===== src/hdl/oramDefs.svh =====
//--------------------
// Tree geometry and DRAM widths are fixed per build
// DDR_DATA_WIDTH must be a whole multiple of BED_WIDTH
//--------------------
`ifndef ORAM_DEFS_SVH
`define ORAM_DEFS_SVH

// Tree geometry
`define ORAM_NUM_BUCKETS 16
// DRAM words between two bucket addresses
`define ORAM_BUCKET_WORDS 4

// DRAM command address width
`define DDR_ADDR_WIDTH 16
// One full header word
`define DDR_DATA_WIDTH 128
// Write-data flit toward DRAM
`define BED_WIDTH 32
// Flits per header word
`define BED_PER_WORD (`DDR_DATA_WIDTH / `BED_WIDTH)

// Header fields, IV at the bottom
`define HDR_IV_WIDTH 32
`define HDR_VALID_BITS 8
// Zero fill above the valid bits
`define HDR_PAD_WIDTH (`DDR_DATA_WIDTH - `HDR_VALID_BITS - `HDR_IV_WIDTH)

// IV written into every fresh bucket
`define HDR_INIT_IV 32'h0000_0001

`endif


===== src/hdl/oramPkg.sv =====
//--------------------
// Shared enums for the DRAM back end
// Command encoding is one bit, write or read only
//--------------------
package oramPkg;

	// --------------------
	// DRAM command encoding
	// --------------------
	// Write is the all-zero code
	typedef enum logic {
		cmdWrite = 1'b0,
		cmdRead  = 1'b1
	} dramCommand_t;

	// --------------------
	// DRAM port owner
	// --------------------
	// Initializer owns the port out of reset
	typedef enum logic {
		ownInit  = 1'b0,
		ownFront = 1'b1
	} portOwner_t;

endpackage


===== src/hdl/bucketHeaderInit.sv =====
//--------------------
// Writes one fresh header per bucket after DDR3 calibration
// Command and header streams run on their own handshakes
// initDone is sticky until reset
//--------------------
`include "oramDefs.svh"

module bucketHeaderInit (
	input  logic                         Clock,
	input  logic                         reset,

	// Command stream toward DRAM
	output logic [`DDR_ADDR_WIDTH-1:0]   cmdAddress,
	output oramPkg::dramCommand_t        cmd,
	output logic                         cmdValid,
	input  logic                         cmdReady,

	// Wide header stream toward the shifter
	output logic [`DDR_DATA_WIDTH-1:0]   hdrWord,
	output logic                         hdrValid,
	input  logic                         hdrReady,

	// Both streams complete
	output logic                         initDone
);

	// --------------------
	// Constants
	// --------------------
	localparam int countWidth = $clog2(`ORAM_NUM_BUCKETS + 1);
	localparam int addrWidth  = `DDR_ADDR_WIDTH;

	// Count that ends each stream
	localparam logic [countWidth-1:0] bucketTotal = countWidth'(`ORAM_NUM_BUCKETS);
	// Address step between buckets
	localparam logic [addrWidth-1:0]  addrStep    = addrWidth'(`ORAM_BUCKET_WORDS);
	localparam logic [`HDR_IV_WIDTH-1:0] initIv   = `HDR_INIT_IV;

	// --------------------
	// Signals
	// --------------------
	logic [countWidth-1:0] cmdCount;
	logic [countWidth-1:0] cmdCountNext;
	logic [countWidth-1:0] hdrCount;
	logic [countWidth-1:0] hdrCountNext;
	logic                  cmdFire;
	logic                  hdrFire;
	logic                  cmdDone;
	logic                  hdrDone;

	// --------------------
	// Command stream
	// --------------------
	// Every init command is a write
	assign cmd          = oramPkg::cmdWrite;
	assign cmdFire      = cmdValid & cmdReady;
	assign cmdCountNext = cmdCount + countWidth'(cmdFire);
	assign cmdDone      = (cmdCount == bucketTotal);

	always_ff @(posedge Clock) begin
		if (reset) begin
			cmdAddress <= '0;
			cmdCount   <= '0;
			cmdValid   <= 1'b0;
		end else begin
			// Next bucket base on each accept
			if (cmdFire) begin
				cmdAddress <= cmdAddress + addrStep;
				cmdCount   <= cmdCountNext;
			end
			// Valid drops once the last bucket goes out
			cmdValid <= (cmdCountNext != bucketTotal);
		end
	end

	// --------------------
	// Header stream
	// --------------------
	// Fixed header, zero pad, cleared valid bits, IV lowest
	assign hdrWord = {{`HDR_PAD_WIDTH{1'b0}}, {`HDR_VALID_BITS{1'b0}}, initIv};

	assign hdrFire      = hdrValid & hdrReady;
	assign hdrCountNext = hdrCount + countWidth'(hdrFire);
	assign hdrDone      = (hdrCount == bucketTotal);

	always_ff @(posedge Clock) begin
		if (reset) begin
			hdrCount <= '0;
			hdrValid <= 1'b0;
		end else begin
			if (hdrFire)
				hdrCount <= hdrCountNext;
			// Same identical word for every bucket
			hdrValid <= (hdrCountNext != bucketTotal);
		end
	end

	// --------------------
	// Completion
	// --------------------
	// Set once both counts hit the total, held until reset
	always_ff @(posedge Clock) begin
		if (reset)
			initDone <= 1'b0;
		else if (cmdDone && hdrDone)
			initDone <= 1'b1;
	end

endmodule


===== src/hdl/headerDownShifter.sv =====
//--------------------
// Splits a wide header word into flits, lowest slice first
// Only the case of flits narrower than the word is built
//--------------------
`include "oramDefs.svh"

module headerDownShifter (
	input  logic                         Clock,
	input  logic                         reset,

	// Wide word in
	input  logic [`DDR_DATA_WIDTH-1:0]   inWord,
	input  logic                         inValid,
	output logic                         inReady,

	// Flits out
	output logic [`BED_WIDTH-1:0]        outData,
	output logic                         outValid,
	input  logic                         outReady,

	// A flit is still held
	output logic                         busy
);

	// --------------------
	// Constants
	// --------------------
	localparam int indexWidth = $clog2(`BED_PER_WORD);
	localparam logic [indexWidth-1:0] lastIndex = indexWidth'(`BED_PER_WORD - 1);

	// --------------------
	// Signals
	// --------------------
	logic [`DDR_DATA_WIDTH-1:0] shiftReg;
	logic [indexWidth-1:0]      flitIndex;
	logic                       full;
	logic                       lastFlit;
	logic                       inFire;
	logic                       outFire;

	// Bottom slice is the current flit
	assign outData  = shiftReg[`BED_WIDTH-1:0];
	assign outValid = full;
	assign busy     = full;

	assign lastFlit = (flitIndex == lastIndex);
	assign outFire  = full & outReady;
	// Reload when empty, or as the last flit leaves
	assign inReady  = ~full | (outReady & lastFlit);
	assign inFire   = inValid & inReady;

	// Fill state and flit position
	always_ff @(posedge Clock) begin
		if (reset) begin
			full      <= 1'b0;
			flitIndex <= '0;
		end else if (inFire) begin
			full      <= 1'b1;
			flitIndex <= '0;
		end else if (outFire) begin
			// Empty after the last slice
			full      <= ~lastFlit;
			flitIndex <= lastFlit ? '0 : flitIndex + indexWidth'(1);
		end
	end

	// Payload, shifts down one flit per handshake
	always_ff @(posedge Clock) begin
		if (inFire)
			shiftReg <= inWord;
		else if (outFire)
			shiftReg <= shiftReg >> `BED_WIDTH;
	end

endmodule


===== src/hdl/dramPortMux.sv =====
//--------------------
// Initializer owns the DRAM port until its last flit leaves
// Hand-over to the front end is one way until reset
//--------------------
`include "oramDefs.svh"

module dramPortMux (
	input  logic                         Clock,
	input  logic                         reset,

	// Initializer side
	input  logic                         initDone,
	input  logic                         initBusy,
	input  logic [`DDR_ADDR_WIDTH-1:0]   initCmdAddress,
	input  oramPkg::dramCommand_t        initCmd,
	input  logic                         initCmdValid,
	output logic                         initCmdReady,
	input  logic [`BED_WIDTH-1:0]        initWrData,
	input  logic                         initWrValid,
	output logic                         initWrReady,

	// ORAM front end side
	input  logic [`DDR_ADDR_WIDTH-1:0]   frontCmdAddress,
	input  oramPkg::dramCommand_t        frontCmd,
	input  logic                         frontCmdValid,
	output logic                         frontCmdReady,
	input  logic [`BED_WIDTH-1:0]        frontWrData,
	input  logic                         frontWrValid,
	output logic                         frontWrReady,

	// DRAM side
	output logic [`DDR_ADDR_WIDTH-1:0]   dramCmdAddress,
	output oramPkg::dramCommand_t        dramCmd,
	output logic                         dramCmdValid,
	input  logic                         dramCmdReady,
	output logic [`BED_WIDTH-1:0]        dramWrData,
	output logic                         dramWrValid,
	input  logic                         dramWrReady,

	// Front end may use the port
	output logic                         ready
);

	// --------------------
	// Owner register
	// --------------------
	oramPkg::portOwner_t owner;
	logic                frontOwns;

	// Switch once headers are done and the shifter is drained
	always_ff @(posedge Clock) begin
		if (reset)
			owner <= oramPkg::ownInit;
		else if (owner == oramPkg::ownInit && initDone && !initBusy)
			owner <= oramPkg::ownFront;
	end

	assign frontOwns = (owner == oramPkg::ownFront);
	assign ready     = frontOwns;

	// --------------------
	// Command channel
	// --------------------
	// Pure steering, no added cycles
	assign dramCmdAddress = frontOwns ? frontCmdAddress : initCmdAddress;
	assign dramCmd        = frontOwns ? frontCmd : initCmd;
	assign dramCmdValid   = frontOwns ? frontCmdValid : initCmdValid;
	// DRAM ready goes back to the owner only
	assign initCmdReady   = ~frontOwns & dramCmdReady;
	assign frontCmdReady  = frontOwns & dramCmdReady;

	// --------------------
	// Write-data channel
	// --------------------
	assign dramWrData   = frontOwns ? frontWrData : initWrData;
	assign dramWrValid  = frontOwns ? frontWrValid : initWrValid;
	// Front end held off while headers go out
	assign initWrReady  = ~frontOwns & dramWrReady;
	assign frontWrReady = frontOwns & dramWrReady;

endmodule


===== src/hdl/oramDramFront.sv =====
//--------------------
// DRAM back end start-up, header init then front-end pass-through
//--------------------
`include "oramDefs.svh"

module oramDramFront (
	input  logic                         Clock,
	input  logic                         reset,

	// ORAM front end
	input  logic [`DDR_ADDR_WIDTH-1:0]   frontCmdAddress,
	input  oramPkg::dramCommand_t        frontCmd,
	input  logic                         frontCmdValid,
	output logic                         frontCmdReady,
	input  logic [`BED_WIDTH-1:0]        frontWrData,
	input  logic                         frontWrValid,
	output logic                         frontWrReady,

	// DDR3 controller
	output logic [`DDR_ADDR_WIDTH-1:0]   dramCmdAddress,
	output oramPkg::dramCommand_t        dramCmd,
	output logic                         dramCmdValid,
	input  logic                         dramCmdReady,
	output logic [`BED_WIDTH-1:0]        dramWrData,
	output logic                         dramWrValid,
	input  logic                         dramWrReady,

	// Init finished, front end live
	output logic                         ready
);

	// --------------------
	// Internal channels
	// --------------------
	// Initializer commands
	logic [`DDR_ADDR_WIDTH-1:0] initCmdAddress;
	oramPkg::dramCommand_t      initCmd;
	logic                       initCmdValid;
	logic                       initCmdReady;
	// Wide header words
	logic [`DDR_DATA_WIDTH-1:0] hdrWord;
	logic                       hdrValid;
	logic                       hdrReady;
	// Header flits
	logic [`BED_WIDTH-1:0]      initWrData;
	logic                       initWrValid;
	logic                       initWrReady;
	logic                       initDone;
	logic                       initBusy;

	bucketHeaderInit u_headerInit (
		.Clock(Clock), .reset(reset),
		.cmdAddress(initCmdAddress), .cmd(initCmd),
		.cmdValid(initCmdValid), .cmdReady(initCmdReady),
		.hdrWord(hdrWord), .hdrValid(hdrValid), .hdrReady(hdrReady),
		.initDone(initDone)
	);

	headerDownShifter u_shifter (
		.Clock(Clock), .reset(reset),
		.inWord(hdrWord), .inValid(hdrValid), .inReady(hdrReady),
		.outData(initWrData), .outValid(initWrValid), .outReady(initWrReady),
		.busy(initBusy)
	);

	dramPortMux u_mux (
		.Clock(Clock), .reset(reset),
		.initDone(initDone), .initBusy(initBusy),
		.initCmdAddress(initCmdAddress), .initCmd(initCmd),
		.initCmdValid(initCmdValid), .initCmdReady(initCmdReady),
		.initWrData(initWrData), .initWrValid(initWrValid), .initWrReady(initWrReady),
		.frontCmdAddress(frontCmdAddress), .frontCmd(frontCmd),
		.frontCmdValid(frontCmdValid), .frontCmdReady(frontCmdReady),
		.frontWrData(frontWrData), .frontWrValid(frontWrValid),
		.frontWrReady(frontWrReady),
		.dramCmdAddress(dramCmdAddress), .dramCmd(dramCmd),
		.dramCmdValid(dramCmdValid), .dramCmdReady(dramCmdReady),
		.dramWrData(dramWrData), .dramWrValid(dramWrValid), .dramWrReady(dramWrReady),
		.ready(ready)
	);

endmodule


===== config.mk =====
export PLATFORM = sky130hd
export DESIGN_NAME = oramDramFront
export DESIGN_NICKNAME = d
export VERILOG_FILES = /design/src/hdl/oramPkg.sv /design/src/hdl/bucketHeaderInit.sv /design/src/hdl/headerDownShifter.sv /design/src/hdl/dramPortMux.sv /design/src/hdl/oramDramFront.sv
export VERILOG_INCLUDE_DIRS = /design/src /design/src/hdl
export SDC_FILE = /design/constraint.sdc
export NUM_CORES = 1
export LEC_CHECK = 0
export ABC_AREA = 1
export BUFFER_PORTS_ARGS = -buffer_cell sky130_fd_sc_hd__buf_2
export CAP_MARGIN = 20
export CORE_ASPECT_RATIO = 1.75
export CORE_MARGIN = 5
export CORE_UTILIZATION = 48
export CTS_CLUSTER_DIAMETER = 40
export DETAILED_ROUTE_END_ITERATION = 10
export PLACE_DENSITY_LB_ADDON = 0.25
export RECOVER_POWER = 100
export SKIP_LAST_GASP = 1
export SLEW_MARGIN = 25
export SYNTH_ARGS = -nofsm -noshare
export SYNTH_HDL_FRONTEND = slang
export SYNTH_SLANG_ARGS = --single-unit

===== constraint.sdc =====
create_clock -name Clock -period 5 [get_ports Clock]
set_input_delay 0 -clock Clock [delete_from_list [all_inputs] [get_ports Clock]]
set_output_delay 0 -clock Clock [all_outputs]
set_load 0.01 [all_outputs]

# ---- Word-level counts from Yosys, hierarchy flattened
# Cells that the tools add are included.
dict set report word_totals {
  reg_bits 34
  output_inout_bits 54
  elab_cells 45
}
dict set report op_classes {
  n_addsub 4
  eq_ne 5
  n_mux 8
  bitwise_logic 12
  n_reduce_logical 6
}
# cell count
set ops {}
lappend ops {{32-bit 2-to-1 mux} 1}
lappend ops {{16-bit by 3-bit adder with 16-bit output, second input constant} 1}
lappend ops {{16-bit 2-to-1 mux} 1}
lappend ops {{5-bit by 1-bit adder with 5-bit output} 2}
lappend ops {{5-bit == test, second input constant} 2}
lappend ops {{5-bit != test, second input constant} 2}
lappend ops {{1-bit AND} 8}
lappend ops {{1-bit 2-to-1 mux} 5}
lappend ops {{1-bit logical AND} 3}
lappend ops {{1-bit NOT} 3}
lappend ops {{2-bit by 1-bit adder with 2-bit output, second input constant} 1}
lappend ops {{2-bit == test, second input constant} 1}
lappend ops {{2-bit 2-to-1 mux} 1}
lappend ops {{2-bit nonzero test} 1}
lappend ops {{2-bit OR reduction} 1}
lappend ops {{1-bit logical NOT} 1}
lappend ops {{1-bit bitwise OR} 1}

# ---- Logic depth before layout (Yosys ltp)
dict set report depth {
  word_depth 7
  depth_mapped 12
  mapped_depth_nobuf 12
}

# ---- By module
# Synthesis repeated with hierarchy kept, for this count alone.
dict set report hier_totals {
  hier_cells 1071
  hier_area_um2 9019.9
}
# module n_inst cells_each area_per_inst_um2 seq_area_each_um2
set by_module_without_submodules {}
lappend by_module_without_submodules {headerDownShifter 1 573 5929.4 3903.7}
lappend by_module_without_submodules {bucketHeaderInit 1 321 2357.3 540.5}
lappend by_module_without_submodules {dramPortMux 1 177 733.2 20.0}

# ---- Worst setup path after synthesis
# OpenSTA, ideal clock, no wires.
dict set report synth_timing {
  path_kind {reg2reg}
  startpoint {reg u_mux.owner (netlist: u_mux.ready)}
  endpoint {reg u_headerInit.hdrValid}
  t_arrival_ps 1606
  slack_ps 3285
  stages_incl_launch_ff 13
  path_buffers 0
  period_less_slack_ps 1715
  cell_sequence {dfxtp_1 -> inv_4 -> nand2_1 -> o21ai_2 -> nand2_1 -> inv_1 -> ha_1 -> ha_1 -> xor2_1 -> nor3_1 -> nand3_1 -> nand2_1 -> inv_1}
}
dict set report synth_between {
  elab_chain_cells 7
}
# item line
set synth_lines {}
lappend synth_lines {{from (decl)} dramPortMux.sv:47} ;# oramPkg::portOwner_t owner;
lappend synth_lines {{from (signal assigned)} dramPortMux.sv:53} ;# owner <= oramPkg::ownInit;
lappend synth_lines {{from (signal assigned)} dramPortMux.sv:55} ;# owner <= oramPkg::ownFront;
lappend synth_lines {{1-bit NOT} dramPortMux.sv:78} ;# assign initWrReady = ~frontOwns & dramWrReady;
lappend synth_lines {{1-bit AND} dramPortMux.sv:78}
lappend synth_lines {{1-bit AND} headerDownShifter.sv:49} ;# assign inReady = ~full | (outReady & lastFlit);
lappend synth_lines {{1-bit bitwise OR} headerDownShifter.sv:49}
lappend synth_lines {{1-bit AND} bucketHeaderInit.sv:82} ;# assign hdrFire = hdrValid & hdrReady;
lappend synth_lines {{via u_headerInit.hdrFire} bucketHeaderInit.sv:47} ;# logic hdrFire;
lappend synth_lines {{5-bit by 1-bit adder with 5-bit output} bucketHeaderInit.sv:83} ;# assign hdrCountNext = hdrCount + countWidth'(hdrFire);
lappend synth_lines {{5-bit != test} bucketHeaderInit.sv:94} ;# hdrValid <= (hdrCountNext != bucketTotal);
lappend synth_lines {{to (signal assigned)} bucketHeaderInit.sv:94}
lappend synth_lines {{to (decl)} bucketHeaderInit.sv:20} ;# output logic hdrValid,
# The timed path passes the listed nets, and every way through them passes these cells.
# A chain may end at the register's enable or synchronous reset.

# ---- Worst setup path in the final report
dict set report layout_timing {
  startpoint {reg u_mux.owner (netlist: u_mux.ready)}
  endpoint {reg u_headerInit.cmdValid}
}
dict set report layout_between {
  elab_chain_cells 5
}
# item line
set layout_lines {}
lappend layout_lines {{1-bit NOT} dramPortMux.sv:69} ;# assign initCmdReady = ~frontOwns & dramCmdReady;
lappend layout_lines {{1-bit AND} dramPortMux.sv:69}
lappend layout_lines {{1-bit AND} bucketHeaderInit.sv:56} ;# assign cmdFire = cmdValid & cmdReady;
lappend layout_lines {{via u_headerInit.cmdFire} bucketHeaderInit.sv:46} ;# logic cmdFire;
lappend layout_lines {{5-bit by 1-bit adder with 5-bit output} bucketHeaderInit.sv:57} ;# assign cmdCountNext = cmdCount + countWidth'(cmdFire);
lappend layout_lines {{5-bit != test} bucketHeaderInit.sv:72} ;# cmdValid <= (cmdCountNext != bucketTotal);
lappend layout_lines {{to (signal assigned)} bucketHeaderInit.sv:72}
lappend layout_lines {{to (decl)} bucketHeaderInit.sv:15} ;# output logic cmdValid,
# The timed path passes the listed nets, and every way through them passes these cells.

==> flow_metrics.tcl <==
set metrics [dict create \
    grt_pass1_vias 2097 \
    clkTransAtPathRegs_ns 0.06 \
    max_freq_ghz 0.341 \
    crit_start "u_mux.ready" \
    maxCapViolations 0 \
    critPathCaptureType "flop" \
    reg2reg_depth 10 \
    start_util 0.491 \
    antennaDiodeCount 0 \
    ys_seq_area_frac 0.320 \
    vias 2244 \
    cts_sinks 32 \
    peakVddDrop_mv 0.194 \
    crit_fanout 68 \
    cts_buffers 5 \
    p_leak_nw 1.44 \
    synth_adder_area_share 0.0375 \
    routed-wl-met3_um 596 \
    cp-start-kind "flop" \
    dr.max_layer_used "met4" \
    drt-initial-drc-count 86 \
    critPathCapture "u_headerInit.cmdValid" \
    cts-root-buf "clkbuf_8" \
    drt_first_pass_iters 4 \
    insertion_delay_ns 0.29 \
    mostFrequentLayoutCells "nand2_1 (96), inv_1 (72), clkbuf_1 (55)" \
    cts_tree "done" \
    io_pins 109 \
    slew-limit-headroom 0.603 \
    dpl_worst_slack_ns 2.22 \
    synth_top_family_by_area "simple AND/OR/NAND/NOR gates" \
    dieHeight_um 95.4 \
    path_class "reg -> reg" \
    synth_xor_area_frac 0.0306 \
    final_layout_size_suffix_gt1_frac 0.144 \
    synth_compound_area_frac 0.129 \
    postLayoutCellArea_um2 2540 \
    reg2reg_from "u_mux.ready" \
    vias_per_cell 4.68 \
    avgSynthCellArea_um2 6.12 \
    instances_no_fill 480 \
    whs_path_depth 3 \
    hold_viol_final 0 \
    ant_nets 0 \
    htreeDepth 2 \
    whs_ns 0.0368 \
    rsz0062_at_grt "no" \
    portBuffers 108 \
    period_share 0.587 \
    final_common_cell "nand2_1" \
    fin_tns_setup_ns 0 \
    yosysWarnings 0 \
    dp_hpwl_um 4350 \
    wl_met1_um 1970 \
    core_um2 4070 \
    fillers 442 \
    hold_class "in -> reg" \
    gp_congestion 0.830 \
    min_period_ns 2.94 \
    synthSimpleGateAreaFrac 0.315 \
    synthToLayoutAreaGrowth_pct 26.8 \
    timing.rr.end "u_headerInit.cmdValid" \
    p_total_mw 0.542 \
    finalMaxSlewViolations 0 \
    wl_per_cell_um 11.4 \
    final_core_util 0.623 \
    syn_area_um2 2000 \
    status "finished, final reports clean" \
    antenna_found_initial 0 \
    die_width_um 58.8 \
    r2r_slack_ns 2.06 \
    dp_cells 472 \
    grt_max_degree 69 \
    synth_cell_types 30 \
    required_ns 5.18 \
    die-area_um2 5610 \
    setup_viol 0 \
    nets 492 \
    synthMuxAreaShare 0 \
    synth_nets 388 \
    wl_met2_um 2770 \
    finalClockSkew_ns 0.0115 \
    grt_pass1_wl_um 8630 \
    fin_ws_ns 2.06 \
    power_density_nw_per_um2 214 \
    arrival_ns 3.11 \
    num_rows 31 \
    clockBufferDepth 2 \
    synth-seq-cells 32 \
    tightest_slew_ns 0.595 \
    synthCells 327 \
    grt.total_usage 0.197 \
    finalWirelength_um 5460 \
    drc 0 \
    placed_area_um2 2550 \
    grt.overflow.total 0 \
]
-- flip-flops by register name, summed over array words and instances (netlist names) --
name,count
u_shifter.busy,1
u_headerInit.cmdCount,5
u_headerInit.initDone,1
u_headerInit.cmdAddress,14
u_headerInit.hdrValid,1
u_headerInit.cmdValid,1
u_shifter.shiftReg,1
u_mux.ready,1
u_shifter.flitIndex,2
u_headerInit.hdrCount,5
-- cell usage after synthesis --
master,count,area (µm²)
a211oi_1,1,7.51
a21oi_1,16,80.1
and3_1,1,6.26
buf_1,1,3.75
buf_2,7,35.0
buf_4,1,7.51
clkbuf_1,3,11.3
dfxtp_1,32,641
ha_1,6,75.1
inv_1,72,270
inv_4,1,6.26
nand2_1,96,360
nand3_1,11,55.1
nand3_4,1,17.5
nand3b_1,1,7.51
nand4_1,5,31.3
nor2_1,25,93.8
nor2_2,1,6.26
nor2_4,1,11.3
nor3_1,5,25.0
nor3_2,1,10.0
nor4_1,1,6.26
o211a_1,1,10.0
o211ai_1,1,7.51
o21a_1,1,7.51
o21ai_0,25,125
o21ai_1,1,5.00
o21ai_2,1,8.76
o21bai_1,1,7.51
xor2_1,7,61.3
-- worst max-delay path, cell delays in order (launching register included) --
cell        delay [ns]
dfxtp_4           0.72
clkinvlp_2        0.47
nand3_1           0.47
inv_1             0.18
ha_1              0.26
ha_1              0.21
xor2_1            0.16
nor3_1            0.15
nand3_1           0.10
nand2_1           0.07
inv_1             0.04
-- routing by layer --
metal | track usage | up-vias
met3 | 0.0569 | 9
met1 | 0.190 | 951
met5 | 0 | -
met2 | 0.367 | 83
met4 | 0.0945 | 0
li1 | - | 1201
-- timing repair --
item / 4_1_cts / 5_1_grt
hold endpoints to repair: 3 / 0
hold buffers: 1 / 0
gates resized for setup: 0 / 0
setup buffers: 0 / 0
-- cell type report --
type	instances	area, µm²	area share
Tap cell	49	61.3	0.0242
Multi-Input combinational cell	210	995	0.392
Clock inverter	1	5.00	0.00197
Clock buffer	6	72.6	0.0286
Sequential cell	32	644	0.254
Timing Repair Buffer	109	483	0.190
Inverter	73	275	0.109
-- where the power goes --
group,total [mW],switching [mW],internal [mW]
clock network,0.184,0.0894,0.0944
logic,0.0801,0.0435,0.0366
registers,0.278,0.0112,0.267
total,0.542,0.144,0.398
-- logic make-up (layout without fill, tap and decap cells) --
family          Yosys count  after routing
buf+inv                  85            189
flops                    32             32
fa+ha+maj                 6              6
simple gates            149            149
xor+xnor                  7              7
compound gates           48             48
-- worst min-delay path by stage --
stage	start	to	slack, ns
after detailed placement	frontWrData[25]	dramWrData[25]	0.27
after global routing	dramWrReady	u_shifter.flitIndex[1]	0.05
after global placement	frontCmd	dramCmd	0.26
final	dramWrReady	u_shifter.flitIndex[1]	0.04
after CTS	dramWrReady	u_shifter.flitIndex[1]	0.03
after floorplan	frontCmd	dramCmd	0.1
(Power assumes the default switching activity.)
